### config.mk
export PLATFORM = sky130hd
export DESIGN_NAME = dac_ctrl_top
export DESIGN_NICKNAME = d
export VERILOG_FILES = /design/src/dac_pkg.sv /design/src/dac_bus_arbiter.sv /design/src/dac_channel_reg.sv /design/src/dac_ctrl_top.sv /design/src/dac_frame_serializer.sv
export SDC_FILE = /design/constraint.sdc
export NUM_CORES = 1
export LEC_CHECK = 0
export BUFFER_PORTS_ARGS = -buffer_cell sky130_fd_sc_hd__buf_2
export CORE_MARGIN = 8
export CORE_UTILIZATION = 50
export CTS_BUF_LIST = sky130_fd_sc_hd__clkbuf_8
export CTS_CLUSTER_SIZE = 20
export DETAILED_ROUTE_END_ITERATION = 10
export GPL_TIMING_DRIVEN = 0
export MAX_ROUTING_LAYER = met4
export PLACE_DENSITY = 0.69
export SLEW_MARGIN = 10
export SYNTH_ARGS = -nofsm -noshare
export SYNTH_HDL_FRONTEND = slang
export SYNTH_SLANG_ARGS = --single-unit
### constraint.sdc
create_clock -name DAC_CS -period 3.88 [get_ports DAC_CS]
set_input_delay 0.194 -clock DAC_CS [delete_from_list [all_inputs] [get_ports DAC_CS]]
set_output_delay 0.194 -clock DAC_CS [all_outputs]
set_load 0.01 [all_outputs]
### src/dac_pkg.sv
package dac_pkg;

   // Channel count and set point width
   localparam int num_channels = 4;
   localparam int value_bits   = 12;
   localparam int chan_bits    = $clog2(num_channels);

   // Frame layout, MSB first
   // 8 don't-care, command, address, value, 4 don't-care
   localparam int frame_bits = 32;
   localparam int lead_bits  = 8;
   localparam int tail_bits  = 4;

   // Write to input register and update the output at once
   localparam logic [3:0] cmd_write_update = 4'b0011;
   // All four outputs take the same value
   localparam logic [3:0] addr_all = 4'b1111;

   // Bus timing in DAC_CS cycles
   localparam int sck_half_cycles = 2;
   localparam int clr_cycles      = 8;
   localparam int cs_gap_cycles   = 2;

   // Counter widths derived from the timing above
   localparam int half_cnt_bits = $clog2(sck_half_cycles + 1);
   localparam int seq_cnt_bits  = $clog2(clr_cycles + 1);
   localparam int bit_cnt_bits  = $clog2(frame_bits);

   typedef logic [value_bits-1:0] dac_value_t;
   typedef logic [chan_bits-1:0]  chan_idx_t;

   // One DAC word, sits between the don't-care fields of the frame
   typedef struct packed {
      logic [3:0] cmd;
      logic [3:0] addr;
      dac_value_t value;
   } dac_word_t;

   // Request from one channel peer
   typedef struct packed {
      logic       pending;
      dac_value_t value;
   } chan_req_t;

endpackage
### src/dac_bus_arbiter.sv
`timescale 1ns/100ps

module dac_bus_arbiter import dac_pkg::*; (
   input  logic                    DAC_CS,
   input  logic                    rst_n,
   input  chan_req_t               req [num_channels],
   input  logic                    busy,
   output logic [num_channels-1:0] grant,
   output logic                    start,
   output dac_word_t               word
);

   // Last channel sent on its own address
   chan_idx_t last_ptr;
   // Channel chosen by the rotation
   chan_idx_t pick;

   logic [num_channels-1:0] pend;
   logic                    any_pend;
   logic                    found;
   logic                    all_same;

   always_comb begin : scan
      chan_idx_t idx;
      found    = 1'b0;
      pick     = last_ptr;
      all_same = 1'b1;
      for (int i = 0; i < num_channels; i++) begin
         pend[i] = req[i].pending;
         // Broadcast only if every channel waits with one value
         if (!req[i].pending || (req[i].value != req[0].value)) begin
            all_same = 1'b0;
         end
      end
      // Search starts one past the last grant, A follows D
      for (int k = 1; k <= num_channels; k++) begin
         idx = chan_idx_t'(last_ptr + k);
         if (!found && pend[idx]) begin
            found = 1'b1;
            pick  = idx;
         end
      end
      any_pend = |pend;
   end

   // Grant, start and word share the cycle, so a peer retires
   // exactly the value the serializer loads
   always_comb begin
      start      = !busy && any_pend;
      grant      = '0;
      word.cmd   = cmd_write_update;
      word.addr  = {{(4 - chan_bits){1'b0}}, pick};
      // On a broadcast every channel holds this same value
      word.value = req[pick].value;
      if (all_same) begin
         word.addr = addr_all;
      end
      if (start) begin
         if (all_same) begin
            grant = '1;
         end else begin
            grant = num_channels'(1) << pick;
         end
      end
   end

   // Rotation pointer, reset points at D so A is searched first
   always_ff @(posedge DAC_CS) begin
      if (!rst_n) begin
         last_ptr <= chan_idx_t'(num_channels - 1);
      end else if (start && !all_same) begin
         last_ptr <= pick;
      end
   end

endmodule

### src/dac_channel_reg.sv
`timescale 1ns/100ps

module dac_channel_reg import dac_pkg::*; (
   input  logic       DAC_CS,
   input  logic       rst_n,
   input  logic       wr,
   input  dac_value_t wr_value,
   input  logic       grant,
   output chan_req_t  req
);

   // Request state
   logic       pending;
   dac_value_t pend_value;
   // Value the DAC holds for this channel, zero after clear
   dac_value_t last_value;

   // Write decision for this cycle
   dac_value_t ref_value;
   logic       keep;
   logic       take;

   always_comb begin
      // On a grant the pending value becomes what the DAC holds
      ref_value = grant ? pend_value : last_value;
      // Still pending after this cycle without a new write
      keep = pending && !grant;
      // Redundant writes are dropped only when nothing waits
      take = wr && (keep || (wr_value != ref_value));
   end

   always_ff @(posedge DAC_CS) begin
      if (!rst_n) begin
         pending    <= 1'b0;
         last_value <= '0;
      end else begin
         // Record what goes out on the bus
         if (grant) begin
            last_value <= pend_value;
         end
         // A write in the grant cycle keeps the request up
         if (take) begin
            pending <= 1'b1;
         end else if (grant) begin
            pending <= 1'b0;
         end
      end
   end

   // Latest value replaces any older pending one
   always_ff @(posedge DAC_CS) begin
      if (take) begin
         pend_value <= wr_value;
      end
   end

   assign req.pending = pending;
   assign req.value   = pend_value;

endmodule

### src/dac_ctrl_top.sv
`timescale 1ns/100ps

module dac_ctrl_top import dac_pkg::*; (
   input  logic                    DAC_CS,
   input  logic                    rst_n,
   input  logic                    wr,
   input  logic [num_channels-1:0] wr_mask,
   input  dac_value_t              wr_value,
   output logic                    spi_sck,
   output logic                    spi_mosi,
   output logic                    spi_cs_n,
   output logic                    dac_clr_n
);

   // Requests and grants between peers and arbiter
   chan_req_t               req [num_channels];
   logic [num_channels-1:0] grant;

   // Arbiter to serializer
   logic      start;
   logic      busy;
   dac_word_t word;

   // One peer per output, A at index 0
   generate
      for (genvar i = 0; i < num_channels; i++) begin : g_chan
         dac_channel_reg u_chan (
            .DAC_CS   (DAC_CS),
            .rst_n    (rst_n),
            .wr       (wr & wr_mask[i]),
            .wr_value (wr_value),
            .grant    (grant[i]),
            .req      (req[i])
         );
      end
   endgenerate

   dac_bus_arbiter u_arb (
      .DAC_CS (DAC_CS),
      .rst_n  (rst_n),
      .req    (req),
      .busy   (busy),
      .grant  (grant),
      .start  (start),
      .word   (word)
   );

   dac_frame_serializer u_ser (
      .DAC_CS    (DAC_CS),
      .rst_n     (rst_n),
      .start     (start),
      .word      (word),
      .busy      (busy),
      .spi_sck   (spi_sck),
      .spi_mosi  (spi_mosi),
      .spi_cs_n  (spi_cs_n),
      .dac_clr_n (dac_clr_n)
   );

endmodule

### src/dac_frame_serializer.sv
`timescale 1ns/100ps

module dac_frame_serializer import dac_pkg::*; (
   input  logic      DAC_CS,
   input  logic      rst_n,
   input  logic      start,
   input  dac_word_t word,
   output logic      busy,
   output logic      spi_sck,
   output logic      spi_mosi,
   output logic      spi_cs_n,
   output logic      dac_clr_n
);

   typedef enum logic [1:0] {
      st_clear,
      st_idle,
      st_shift,
      st_gap
   } state_t;

   state_t                   state;
   // Cycles within one SCK half period
   logic [half_cnt_bits-1:0] half_cnt;
   // Bits already sent in this frame
   logic [bit_cnt_bits-1:0]  bit_cnt;
   // Shared by the clear pulse and the CS gap
   logic [seq_cnt_bits-1:0]  seq_cnt;
   logic [frame_bits-1:0]    shreg;

   assign busy     = (state != st_idle);
   // MSB first, changes only on falling SCK
   assign spi_mosi = shreg[frame_bits-1];

   always_ff @(posedge DAC_CS) begin
      if (!rst_n) begin
         state     <= st_clear;
         half_cnt  <= '0;
         bit_cnt   <= '0;
         seq_cnt   <= '0;
         shreg     <= '0;
         spi_sck   <= 1'b0;
         spi_cs_n  <= 1'b1;
         dac_clr_n <= 1'b0;
      end else begin
         case (state)
            st_clear: begin
               // Hold the DAC in clear, then let the gap run out
               if (seq_cnt == seq_cnt_bits'(clr_cycles - 1)) begin
                  dac_clr_n <= 1'b1;
                  seq_cnt   <= seq_cnt_bits'(1);
                  state     <= st_gap;
               end else begin
                  seq_cnt <= seq_cnt + 1'b1;
               end
            end
            st_idle: begin
               if (start) begin
                  // Don't-care fields go out as zero
                  shreg    <= {lead_bits'(0), word, tail_bits'(0)};
                  half_cnt <= '0;
                  bit_cnt  <= '0;
                  spi_sck  <= 1'b0;
                  spi_cs_n <= 1'b0;
                  state    <= st_shift;
               end
            end
            st_shift: begin
               if (half_cnt == half_cnt_bits'(sck_half_cycles - 1)) begin
                  half_cnt <= '0;
                  spi_sck  <= ~spi_sck;
                  // Falling edge, bit done
                  if (spi_sck) begin
                     if (bit_cnt == bit_cnt_bits'(frame_bits - 1)) begin
                        seq_cnt <= '0;
                        state   <= st_gap;
                     end else begin
                        bit_cnt <= bit_cnt + 1'b1;
                        shreg   <= shreg << 1;
                     end
                  end
               end else begin
                  half_cnt <= half_cnt + 1'b1;
               end
            end
            st_gap: begin
               // CS rises one cycle after the last falling SCK
               spi_cs_n <= 1'b1;
               if (seq_cnt == seq_cnt_bits'(cs_gap_cycles)) begin
                  state <= st_idle;
               end else begin
                  seq_cnt <= seq_cnt + 1'b1;
               end
            end
            default: begin
               state <= st_clear;
            end
         endcase
      end
   end

endmodule

=== After elaboration in Yosys (flattened, before gate mapping) ===
Index checks and enable logic that the tools add are counted.

* Eq/ne operators: 23
* Muxes and demuxes: 67
* Bitwise operators: 6
* Reduce and logical (&&, ||, !) cells: 48
* Add/sub/neg operators: 7
* Shift-type cells: 1
* $lt $le $gt $ge: 5

{| class="wikitable"
|+ Operator list
! operator !! count
|-
| 32-bit 2-to-1 mux || 4
|-
| 12-bit != test || 7
|-
| 12-bit 2-to-1 mux || 6
|-
| 32-bit case mux with 2 select lines || 1
|-
| 4-bit 2-to-1 mux || 8
|-
| 13-bit binary-select mux with 2-bit select || 1
|-
| 2-bit 2-to-1 mux || 12
|-
| 1-bit 2-to-1 mux || 21
|-
| 5-bit 2-to-1 mux || 4
|-
| 1-bit logical AND || 13
|-
| 1-bit zero test || 12
|-
| 2-bit by 3-bit < comparator with 1-bit output (second input constant) || 4
|-
| 2-bit by 1-bit != test with 1-bit output (second input constant) || 6
|-
| 4-bit case mux with 3 select lines || 1
|-
| 2-bit nonzero test || 6
|-
| 5-bit case mux with 2 select lines || 1
|-
| 5-bit AND reduction || 2
|-
| 1-bit binary-select mux with 2-bit select || 4
|-
| 2-bit case mux with 4 select lines || 1
|-
| 1-bit logical OR || 7
|-
| 2-bit by 1-bit adder with 2-bit output (second input constant) || 3
|-
| 2-bit != test (second input constant) || 3
|-
| 2-bit AND reduction || 3
|-
| 6-bit AND reduction || 1
|-
| other kinds (19) || 26
|}

* Output and inout port bits: 4
* Word-level logic and storage cells: 178
* Bits of input ports: 19
* Register bits after elaboration: 150

=== Depth between registers and ports, before layout ===
Gate-level depths: netlist of run 1.

* Depth in word-level cells: 21
* Mapped depth: 11
* Gate-level depth less buffers: 9

=== Cells and area by module ===
A second synthesis of run 1 with hierarchy kept.

* Cells, all modules: 704
* Area total of the unflattened synthesis: 7330.8 µm²

{| class="wikitable"
|+ Modules (own cells, without submodules)
! module !! seq. area each (µm²) !! times used !! area an instance (µm²) !! cells an instance
|-
| dac_channel_reg || 620.6 || 4 || 1046.0 || 75
|-
| dac_frame_serializer || 880.8 || 1 || 1951.9 || 249
|-
| dac_bus_arbiter || 40.0 || 1 || 1169.9 || 151
|-
| dac_ctrl_top || 0.0 || 1 || 25.0 || 4
|}

=== Least setup slack after synthesis of run 1 ===
Ideal clock, no wire load.

* Path type: register -> register
* Start point: register g_chan[0].u_chan.pend_value[2]
* End point: register g_chan[3].u_chan.pend_value[0] (enable)
* Required time: 3.492 ns
* Period minus slack after synthesis: 3.782 ns
* Path slack: 0.098 ns
* Cell stages (with the launch flop): 10
* Data arrival time: 3.394 ns
* Library setup time: 0.388 ns
* Buffers on the path: 1
* Path through: edfxtp_1 > xor2_1 > a2111o_1 > or4_1 > or4_4 > and2_4 > buf_6 > mux2i_4 > xnor2_1 > a31oi_1

* Cells in the longest elaborated chain, start to end: 11
* Elaborated cells on any way between the ends: 17
* Those cells by class: 4 x eq/ne; 6 x mux; 7 x reduce/logical

{| class="wikitable"
|+ Ends and longest elaborated chain
! what !! RTL line !! text
|-
| start: declaration || dac_channel_reg.sv:14 || <nowiki>dac_value_t pend_value;</nowiki>
|-
| start signal: assignment || dac_channel_reg.sv:53 || <nowiki>pend_value <= wr_value;</nowiki>
|-
| 12-bit != test || dac_bus_arbiter.sv:31 || <nowiki>if (!req[i].pending || (req[i].value != req[0].value)) begin</nowiki>
|-
| 1-bit logical OR || dac_bus_arbiter.sv:31 ||
|-
| 1-bit 2-to-1 mux (2 in series) || dac_bus_arbiter.sv:31 ||
|-
| 1-bit 2-to-1 mux * || dac_bus_arbiter.sv:31 ||
|-
| 4-bit 2-to-1 mux * || dac_bus_arbiter.sv:59 || <nowiki>if (all_same) begin</nowiki>
|-
| 4-bit 2-to-1 mux * || dac_bus_arbiter.sv:58 || <nowiki>if (start) begin</nowiki>
|-
| 12-bit 2-to-1 mux or 1-bit zero test (tied branches) || n/a ||
|-
| 12-bit != test or 1-bit logical AND (tied branches) || dac_channel_reg.sv:29, dac_channel_reg.sv:27 ||
|-
| 1-bit logical OR * || dac_channel_reg.sv:29 || <nowiki>take = wr && (keep || (wr_value != ref_value));</nowiki>
|-
| 1-bit logical AND * || dac_channel_reg.sv:29 ||
|-
| net g_chan[3].u_chan.take || dac_channel_reg.sv:21 || <nowiki>logic take;</nowiki>
|-
| end signal: assignment || dac_channel_reg.sv:53 ||
|-
| end: declaration || dac_channel_reg.sv:14 ||
|}

The timed path passes the listed nets; every way through them passes the cells marked *.
A chain may end at the register's enable or synchronous reset.

=== Worst setup path in the final report of run 1 ===
* Start point: register g_chan[0].u_chan.pend_value[2]
* End point: register g_chan[0].u_chan.pend_value[6] (enable)

* Cells in the longest elaborated chain, start to end: 11
* Elaborated cells on any way between the ends: 17
* Those cells by class: 4 x eq/ne; 6 x mux; 7 x reduce/logical

{| class="wikitable"
|+ Ends and longest elaborated chain
! what !! RTL line
|-
| 12-bit != test || dac_bus_arbiter.sv:31
|-
| 1-bit logical OR || dac_bus_arbiter.sv:31
|-
| 1-bit 2-to-1 mux (3 in series) || dac_bus_arbiter.sv:31
|-
| 4-bit 2-to-1 mux || dac_bus_arbiter.sv:59
|-
| 4-bit 2-to-1 mux || dac_bus_arbiter.sv:58
|-
| 12-bit 2-to-1 mux or 1-bit zero test (tied branches) || n/a
|-
| 12-bit != test or 1-bit logical AND (tied branches) || dac_channel_reg.sv:29, dac_channel_reg.sv:27
|-
| 1-bit logical OR * || dac_channel_reg.sv:29
|-
| 1-bit logical AND * || dac_channel_reg.sv:29
|-
| net g_chan[0].u_chan.take || dac_channel_reg.sv:21
|}

Marks and branches as above.

==> summary.txt, run 1 <==
row count: 44
Final #Nets: 887
filler instances: 1,306
Synth Flop Type: dfxtp_1
synthesized instance count: 813
Hold Startpoint: wr_value[11]
Clock Tree Root: clkbuf_8
Clk pwr share: 37.9%
DIE AREA: 18,900 µm²
Final Cycle Share: 97.4%
drt drc: 0
initial core utilization: 50.8%
slew of the pin with the lowest slew margin: 0.763 ns
Antenna Cells: 0
Die Y: 137 µm
Yosys warnings: 0
CP max FO: 12
internal power: 2.40 mW
crit path from: g_chan[0].u_chan.pend_value[2]$_DFFE_PP_
Remaining Overflow, GRT: 0
Synthesized Nets: 836
RD Place Congestion: 1.03
first-pass GRT wire length: 34.0 mm
Port Buffers: 21
VDD IR-drop max: 0.414 mV
number of global-route vias before repair: 5,967
TritonCTS Buffers: 17
Antenna Nets Post-Route: 0
IO Pins: 23
sequential cell area: 3400 µm²
CTS H-tree depth: 4
Critical R2R Launch: g_chan[0].u_chan.pend_value[2]$_DFFE_PP_
setup tns final: 0 ns
clock-pin slew on the worst setup and hold paths: 0.09 ns
Sink Count: 146
kind of critical path: reg2reg
Distinct cells, synth: 63
max-slew violations: 0
Final Instance Area: 8300 µm²
Clock Skews: 0.0171 ns
CTS Buffer Depth: 2
Post-synth EDFFs: 48
Max-Cap Viols: 0
GRT Resource Usage Total: 25.1%
final number of setup-violating endpoints: 0
Max-slew headroom: 49.1%
share of cells above drive strength 1: 9.01%
Switching Share: 27.6%
syn avg cell area: 9.05 µm²
pwr dens: 400 nW/µm²
LEAKAGE: 3.31 nW
Initial DRC Count: 767
Seq/Total Area, Yosys: 46.3%
WP data required: 4.10 ns
Critical Path Source Type: register
Final HPWL DP: 16.0 mm
DP Area: 7710 µm²
hold slack: 0.0729 ns
sequential power share: 51.3%
CTS tree: done
largest net degree at the start of global routing: 17
Logic pwr share: 10.7%
post-layout util: 57.3%
Final min period: 3.78 ns
Initial DRT Pass Iterations: 8
worst skew pair latency: 0.46 ns
P_sw: 0.916 mW
WL final: 22.8 mm
FMAX: 265 MHz
initial antenna violation count: 0
area occupied by multi-input gates: 3690 µm²
Post-Syn Area: 7360 µm²
Post-synth ARST share: 0%
Via density: 6.04
CP Data Arrival Time: 3.99 ns
synthesis-to-finish area growth: 12.8%
FF+latch count, synth: 146
CP Capture Type: register
core area: 14,500 µm²
Worst Hold Class: in2reg
WL/cell: 21.5 µm
via count: 6,406
chip width: 137 µm
final hold vios: 0
Design Power: 3.32 mW
status: finished, final reports clean
[synth_stat cells, drive strengths merged, types with 17 or more instances]
cell / count / area [µm²]
clkbuf: 42 / 158
nand2: 97 / 364
inv: 29 / 109
xor2: 19 / 166
nor3: 25 / 125
o22ai: 24 / 150
a21oi: 43 / 215
xnor2: 37 / 324
mux2i: 56 / 573
nor2: 108 / 405
dfxtp: 98 / 1960
nand3: 17 / 85.1
edfxtp: 48 / 1440
[flip-flops by register name, summed over array words and instances (netlist names)]
register / count
g_chan.u_chan.pend_value: 48
u_ser.spi_cs_n: 1
u_arb.last_ptr: 2
u_ser.dac_clr_n: 1
u_ser.spi_sck: 1
u_ser.shreg: 28
u_ser.seq_cnt: 4
u_ser.state: 2
u_ser.bit_cnt: 5
u_ser.half_cnt: 2
g_chan.u_chan.last_value: 48
g_chan.u_chan.pending: 4
[worst max-delay path, stage by stage, from the launching register on]
cell and delay [ns]:
edfxtp_1 0.56, xor2_1 0.23, a2111o_1 0.41, or4_1 0.53, nor3_1 0.36, clkbuf_2 0.29
o21ai_1 0.25, mux2i_1 0.26, nor4_4 0.40, nor2_4 0.08, buf_12 0.16
[cells by family after synthesis]
logic type,after synthesis,synth area share [%]
buffers and inverters,80,4.37
AND/OR/NAND/NOR,312,19.3
adder cells (fa/ha/maj),4,0.680
XOR/XNOR,56,6.67
AO/OA/AOI/OAI,155,14.3
flip-flops,146,46.3
multiplexers,60,8.40
[placed cells by master (no fill, tap or decap), types with 6 or more instances in the layout]
| master | count |
|---|---|
| a211oi_1 | 9 |
| a21oi_1 | 41 |
| a221oi_1 | 7 |
| a311oi_1 | 8 |
| and3_1 | 13 |
| buf_2 | 23 |
| clkbuf_1 | 41 |
| clkbuf_8 | 21 |
| dfxtp_1 | 98 |
| dlygate4sd3_1 | 8 |
| edfxtp_1 | 48 |
| inv_1 | 30 |
| mux2i_1 | 55 |
| nand2_1 | 97 |
| nand2b_1 | 10 |
| nand3_1 | 17 |
| nand4_1 | 7 |
| nor2_1 | 107 |
| nor2b_1 | 9 |
| nor3_1 | 25 |
| o21ai_0 | 15 |
| o221ai_1 | 7 |
| o22ai_1 | 24 |
| or4_1 | 6 |
| xnor2_1 | 37 |
| xor2_1 | 19 |
[worst paths after layout]
path / to / slack, ns / depth (start not counted)
setup / recovery: g_chan[0].u_chan.pend_value[6]$_DFFE_PP_ / 0.10 / 10
hold / removal: g_chan[1].u_chan.pend_value[11]$_DFFE_PP_ / 0.07 / 1
setup reg to reg: g_chan[0].u_chan.pend_value[6]$_DFFE_PP_ / 0.10 / 10
hold reg to reg: u_ser.half_cnt[1]$_SDFFE_PN0P_ / 0.43 / 2
[what timing repair did]
| action | in CTS | in global routing |
|---|---|---|
| gates resized for setup | 6 | 5 |
| buffers inserted | 0 | 2 |
| endpoints found under the setup margin | 36 | 37 |
| cloned | 0 | 0 |
| pin swaps | 0 | 2 |
| hold buffers | 8 | 0 |
| hold endpoints to repair | 32 | 0 |
[metrics by stage]
step / cells / setup WS (ns)
floorplan: 813 / 0.0976
global placement: 1018 / -0.668
detailed placement: 1019 / -0.523
CTS: 1059 / 0.0220
global route: 1061 / -0.00794
finish: 1061 / 0.101
[layout make-up]
| cell class | instances | area share [%] |
|---|---|---|
| Multi-Input combinational cell | 587 | 44.5 |
| Sequential cell | 146 | 41.0 |
| Clock buffer | 21 | 3.48 |
| Timing Repair Buffer | 32 | 2.85 |
| Tap cell | 184 | 2.77 |
| Buffer | 50 | 2.53 |
| Clock inverter | 11 | 1.52 |
| Inverter | 30 | 1.36 |
[per-layer routing]
layer / vias up / wire length [µm] / global-route usage (%)
li1: 2998 / - / -
met1: 3008 / 9590 / 32.0
met2: 344 / 10200 / 37.1
met3: 56 / 2300 / 7.55
met4: 0 / 631 / 9.29
met5: - / 0 / -
[power groups by stage]
stage | Combinational (mW) | Clock, mW | Sequential [mW]
final | 0.356 | 1.26 | 1.70
after global routing | 0.383 | 1.34 | 1.71
after floorplan | 0.231 | 0 | 1.69
after CTS | 0.342 | 1.28 | 1.70
after detailed placement | 0.332 | 0 | 1.73
after global placement | 0.329 | 0 | 1.73
Note: power is estimated with default switching activity, not from simulation.
==> inputs of run 2 (changes only) <==
--- a/config.mk
+++ b/config.mk
@@ -6,6 +6,7 @@
 export NUM_CORES = 1
 export LEC_CHECK = 0
 export BUFFER_PORTS_ARGS = -buffer_cell sky130_fd_sc_hd__buf_2
+export CORE_ASPECT_RATIO = 0.9
 export CORE_MARGIN = 8
 export CORE_UTILIZATION = 50
 export CTS_BUF_LIST = sky130_fd_sc_hd__clkbuf_8
==> run 2 against run 1 <==
  * Sequential power about the same
  * Total power decreased by 3.9%
  * Global-route usage increased by 0.74 points
  * Clock power decreased by 10%
  * Critical endpoint is now g_chan[0].u_chan.pend_value[1]$_DFFE_PP_
  * Die area about the same
  * Clock-buffer cell count decreased by 4
  * Critical path depth increased by 1
  * Highest routed layer unchanged
==> summary.txt, run 2 (same netlist as run 1, synthesis figures left out) <==
CTS Buffer Depth: 2
worst reg2reg setup slack: 0.13 ns
kind of critical path: reg2reg
LEAKAGE: 3.26 nW
core area: 14,600 µm²
CP Capture Type: register
commonest non-fill, non-tap cells in the layout: nor2_1, dfxtp_1, nand2_1
Initial DRT Pass Iterations: 5
Worst Setup EP: g_chan[0].u_chan.pend_value[1]$_DFFE_PP_
Antenna Cells: 0
most common cell after layout, fill and taps aside: nor2_1
FMAX: 266 MHz
Die Y: 131 µm
WL final: 22.6 mm
slew of the pin with the lowest slew margin: 0.825 ns
met2 Use GR: 37.5%
share of cells above drive strength 1: 8.78%
Max-slew headroom: 45.0%
Port Buffers: 21
status: finished, final reports clean
chip width: 144 µm
filler instances: 1,357
via count: 6,423
Critical Path Source Type: register
GR Util met3: 7.06%
final number of setup-violating endpoints: 0
Sink Count: 146
TritonCTS Buffers: 17
largest net degree at the start of global routing: 17
Final WS setup: 0.126 ns
Antenna Nets Post-Route: 0
RD Place Congestion: 1.02
synthesis-to-finish area growth: 12.1%
Worst Hold Class: in2reg
CP Data Arrival Time: 3.98 ns
WP data required: 4.11 ns
IO Pins: 23
gr busiest metal: met2
row count: 42
drt drc: 0
R2R cell count: 11
pwr dens: 387 nW/µm²
GRT Resource Usage Total: 25.9%
clock-pin slew on the worst setup and hold paths: 0.09 ns
Final HPWL DP: 16.3 mm
reg2reg end: g_chan[0].u_chan.pend_value[1]$_DFFE_PP_
final hold vios: 0
Hold Path Cell Cnt: 1
Clock Skews: 0.0130 ns
Final #Nets: 887
Remaining Overflow, GRT: 0
VDD IR-drop max: 0.297 mV
Place WS: -0.475 ns
initial core utilization: 50.5%
initial antenna violation count: 0
DP Area: 7730 µm²
Via density: 5.97
Initial DRC Count: 712
Largest regs: g_chan.u_chan.last_value: 48 flops, g_chan.u_chan.pend_value: 48 flops, u_ser.shreg: 28 flops
DIE AREA: 18,900 µm²
WL/cell: 21.0 µm
met1 Usage GRT: 33.8%
number of global-route vias before repair: 6,084
max-slew violations: 0
Clock Tree Root: clkbuf_8
CTS tree: done
first-pass GRT wire length: 34.9 mm
Max-Cap Viols: 0
CTS H-tree depth: 4
worst skew pair latency: 0.47 ns
Final Cycle Share: 96.8%
Final min period: 3.75 ns
Critical R2R Launch: g_chan[0].u_chan.pend_value[2]$_DFFE_PP_
Final Instance Area: 8250 µm²
CP max FO: 12
crit path from: g_chan[0].u_chan.pend_value[2]$_DFFE_PP_
run 2: layout make-up:
cell class	instances	area, µm²	share of cell area (%)
multi-input cells	587	3680	44.6
flip-flops and latches	146	3400	41.3
well taps	198	248	3.00
clock buffers	17	234	2.84
repair buffers	32	224	2.72
plain buffers	50	210	2.55
clock inverters	15	134	1.62
inverters	30	113	1.37
run 2: how the worst min path moves through the flow:
stage,start,endpoint,slack [ns]
6_report,wr_value[11],g_chan[1].u_chan.pend_value[11]$_DFFE_PP_,0.03
5_1_grt,wr_value[11],g_chan[1].u_chan.pend_value[11]$_DFFE_PP_,0.04
4_1_cts,wr_value[11],g_chan[1].u_chan.pend_value[11]$_DFFE_PP_,0.01
3_5_place_dp,u_ser.half_cnt[1]$_SDFFE_PN0P_,u_ser.half_cnt[1]$_SDFFE_PN0P_,0.42
3_3_place_gp,u_ser.half_cnt[1]$_SDFFE_PN0P_,u_ser.half_cnt[1]$_SDFFE_PN0P_,0.41
2_1_floorplan,wr_value[0],g_chan[0].u_chan.pend_value[0]$_DFFE_PP_,0.29
run 2: metrics by stage:
step / total power [mW] / cells / util (%) / TNS (ns) / hold WS, ns
global route: 3.30 / 1075 / 56.7 / -0.182 / 0.0390
detailed placement: 2.07 / 1033 / 53.1 / -15.11 / 0.415
global placement: 2.06 / 1032 / 53.0 / -23.67 / 0.413
CTS: 3.19 / 1073 / 56.4 / 0 / 0.0142
finish: 3.19 / 1075 / 56.7 / 0 / 0.0347
floorplan: 1.93 / 813 / - / 0 / 0.293
run 2: per-layer routing:
metal	part of all wire (%)	wire [µm]
met5	0	0
met4	2.7	620
met3	11	2420
met2	43	9600
met1	44	9950
run 2: where the power goes:
| part | internal [mW] | leakage, nW | total [mW] | switching (mW) |
|---|---|---|---|---|
| Sequential | 1.62 | 1.24 | 1.70 | 0.0808 |
| Combinational | 0.133 | 1.84 | 0.354 | 0.221 |
| Clock | 0.511 | 0.184 | 1.13 | 0.621 |
| Total | 2.27 | 3.26 | 3.19 | 0.923 |
run 2: worst max-delay path, cell delays in order (launching register included):
cell and delay [ns]:
edfxtp_1 0.54, xor2_1 0.21, a2111o_1 0.43, or4_1 0.54
nor3_1 0.36, clkbuf_2 0.30, o21ai_1 0.25, mux2i_1 0.23
nor4_2 0.30, buf_4 0.17, nor2_4 0.04, buf_12 0.15
run 2: repair_timing:
action	4_1_cts	5_1_grt
pin swaps	0	3
gates resized for setup	6	4
setup endpoints to repair	36	37
hold endpoints to repair	32	0
buffers inserted	0	2
hold buffers	8	0
==> inputs of run 3 (changes only) <==
--- a/config.mk
+++ b/config.mk
@@ -14,7 +14,7 @@
 export DETAILED_ROUTE_END_ITERATION = 10
 export GPL_TIMING_DRIVEN = 0
 export MAX_ROUTING_LAYER = met4
-export PLACE_DENSITY = 0.69
+export PLACE_DENSITY = 0.66
 export SLEW_MARGIN = 10
 export SYNTH_ARGS = -nofsm -noshare
 export SYNTH_HDL_FRONTEND = slang
==> constraint.sdc (replaced) <==
create_clock -name DAC_CS -period 3.7 [get_ports DAC_CS]
set_input_delay 0.185 -clock DAC_CS [delete_from_list [all_inputs] [get_ports DAC_CS]]
set_output_delay 0.185 -clock DAC_CS [all_outputs]
set_load 0.01 [all_outputs]
==> run 3 against run 2 <==
  * Critical path depth down 2
  * Worst hold slack lost 0.0062 ns
  * Sequential share of layout area fell by 1.3 points
  * Utilization up 2.1 points
  * Maximum frequency increased by 4.0%
  * Cell count increased by 1.6%
  * Clock skew about the same
  * Wire length is 6.9% higher
  * Clock power increased by 16%
  * Register-to-register slack worse by 0.04 ns
  * Critical path type unchanged
==> summary.txt, run 3 (same netlist as run 1, synthesis figures left out) <==
pwr dens: 409 nW/µm²
Final Cycle Share: 97.6%
Worst Setup EP: g_chan[3].u_chan.pend_value[3]$_DFFE_PP_
Worst Hold Class: in2reg
CTS Buffer Depth: 2
WL final: 24.2 mm
Port Buffers: 21
share of cells above drive strength 1: 12.3%
Final #Nets: 904
first-pass GRT wire length: 36.8 mm
clock-pin slew on the worst setup and hold paths: 0.09 ns
Remaining Overflow, GRT: 0
Final Non-Filler Cells: 1,092
Final HPWL DP: 17.3 mm
status: finished, final reports clean
Die Y: 131 µm
Largest regs: g_chan.u_chan.last_value: 48 flops, g_chan.u_chan.pend_value: 48 flops, u_ser.shreg: 28 flops
DP Area: 7730 µm²
CTS H-tree depth: 4
CP Data Arrival Time: 3.81 ns
Initial DRT Pass Iterations: 6
Final WS setup: 0.0891 ns
LEAKAGE: 3.39 nW
initial antenna violation count: 0
Sink Count: 146
CP max FO: 8
reg2reg end: g_chan[3].u_chan.pend_value[3]$_DFFE_PP_
Switching Share: 29.1%
slew of the pin with the lowest slew margin: 0.897 ns
chip width: 144 µm
core area: 14,600 µm²
crit path from: g_chan[0].u_chan.pend_value[11]$_DFFE_PP_
DIE AREA: 18,900 µm²
RD Place Congestion: 1.03
Initial DRC Count: 885
Max-slew headroom: 40.2%
Final Instance Area: 8550 µm²
Final min period: 3.61 ns
Antenna Nets Post-Route: 0
Clk pwr share: 37.4%
Critical Path Source Type: register
R2R cell count: 9
final number of setup-violating endpoints: 0
Via density: 6.10
number of global-route vias before repair: 6,378
FMAX: 277 MHz
final hold vios: 0
WL/cell: 22.1 µm
Clock Tree Root: clkbuf_8
post-layout util: 58.7%
synthesis-to-finish area growth: 16.2%
IO Pins: 23
Critical R2R Launch: g_chan[0].u_chan.pend_value[11]$_DFFE_PP_
most common cell after layout, fill and taps aside: nor2_1
worst reg2reg setup slack: 0.09 ns
Place WS: -0.598 ns
Placed Cells incl. Taps: 1,032
via count: 6,663
CP Capture Type: register
max-slew violations: 0
Max-Cap Viols: 0
sequential power share: 51.1%
hold slack: 0.0286 ns
drt drc: 0
commonest non-fill, non-tap cells in the layout: nor2_1, nand2_1, dfxtp_1
P_sw: 1.02 mW
CTS tree: done
internal power: 2.48 mW
largest net degree at the start of global routing: 17
setup tns final: 0 ns
row count: 42
Clock Skews: 0.0133 ns
WP data required: 3.89 ns
Antenna Cells: 0
worst skew pair latency: 0.47 ns
Design Power: 3.50 mW
GRT Resource Usage Total: 27.2%
Logic pwr share: 11.5%
TritonCTS Buffers: 17
initial core utilization: 50.5%
VDD IR-drop max: 0.298 mV
kind of critical path: reg2reg
## run 3: how the worst min path moves through the flow
stage	start	to	slack, ns	cells past startpoint
after global placement	wr_value[9]	g_chan[3].u_chan.pend_value[9]$_DFFE_PP_	0.41	1
after global routing	wr_value[11]	g_chan[1].u_chan.pend_value[11]$_DFFE_PP_	0.03	1
after detailed placement	wr_value[9]	g_chan[1].u_chan.pend_value[9]$_DFFE_PP_	0.42	1
final	wr_value[11]	g_chan[1].u_chan.pend_value[11]$_DFFE_PP_	0.03	1
after floorplan	wr_value[0]	g_chan[0].u_chan.pend_value[0]$_DFFE_PP_	0.28	0
after CTS	wr_value[11]	g_chan[1].u_chan.pend_value[11]$_DFFE_PP_	0.02	1
## run 3: what timing repair did
| action | CTS | global route |
|---|---|---|
| endpoints found under the setup margin | 49 | 52 |
| gates resized for setup | 8 | 18 |
| buffers inserted | 6 | 15 |
| hold endpoints to repair | 32 | 0 |
| hold buffers | 8 | 0 |
| pin swaps | 5 | 6 |
| cloned | 0 | 1 |
## run 3: power by group through the flow
stage	Combinational (mW)	Clock (mW)	Sequential (mW)
2_1_floorplan	0.243	0	1.78
3_3_place_gp	0.346	0	1.82
3_5_place_dp	0.353	0	1.82
4_1_cts	0.377	1.32	1.78
5_1_grt	0.430	1.40	1.79
6_report	0.402	1.31	1.79
## run 3: routing by layer
layer | part of all wire [%] | up-vias | GRT usage [%] | wire length (µm)
met4 | 3.3 | 0 | 10.6 | 801
met5 | 0 | - | - | 0
li1 | - | 3032 | - | -
met2 | 43 | 351 | 40.0 | 10500
met3 | 9.4 | 67 | 5.83 | 2270
met1 | 44 | 3213 | 36.1 | 10600
## run 3: area by class of cell
class | count | area [µm²]
timing repair buffer | 51 | 418
clock inverter | 15 | 171
tap | 198 | 248
sequential | 146 | 3420
multi-input combinational | 587 | 3750
clock buffer | 17 | 234
fill | 1312 | 6010
inverter | 30 | 113
buffer | 48 | 199
## run 3: worst max-delay path, cell delays in order (launching register included)
cell and delay (ns):
edfxtp_1 0.59, nor3_1 0.36, o22ai_1 0.12, or4_4 0.54, or4_4 0.58, and2_4 0.25, mux2i_4 0.21, xnor2_2 0.18
a31oi_4 0.30, clkbuf_16 0.21
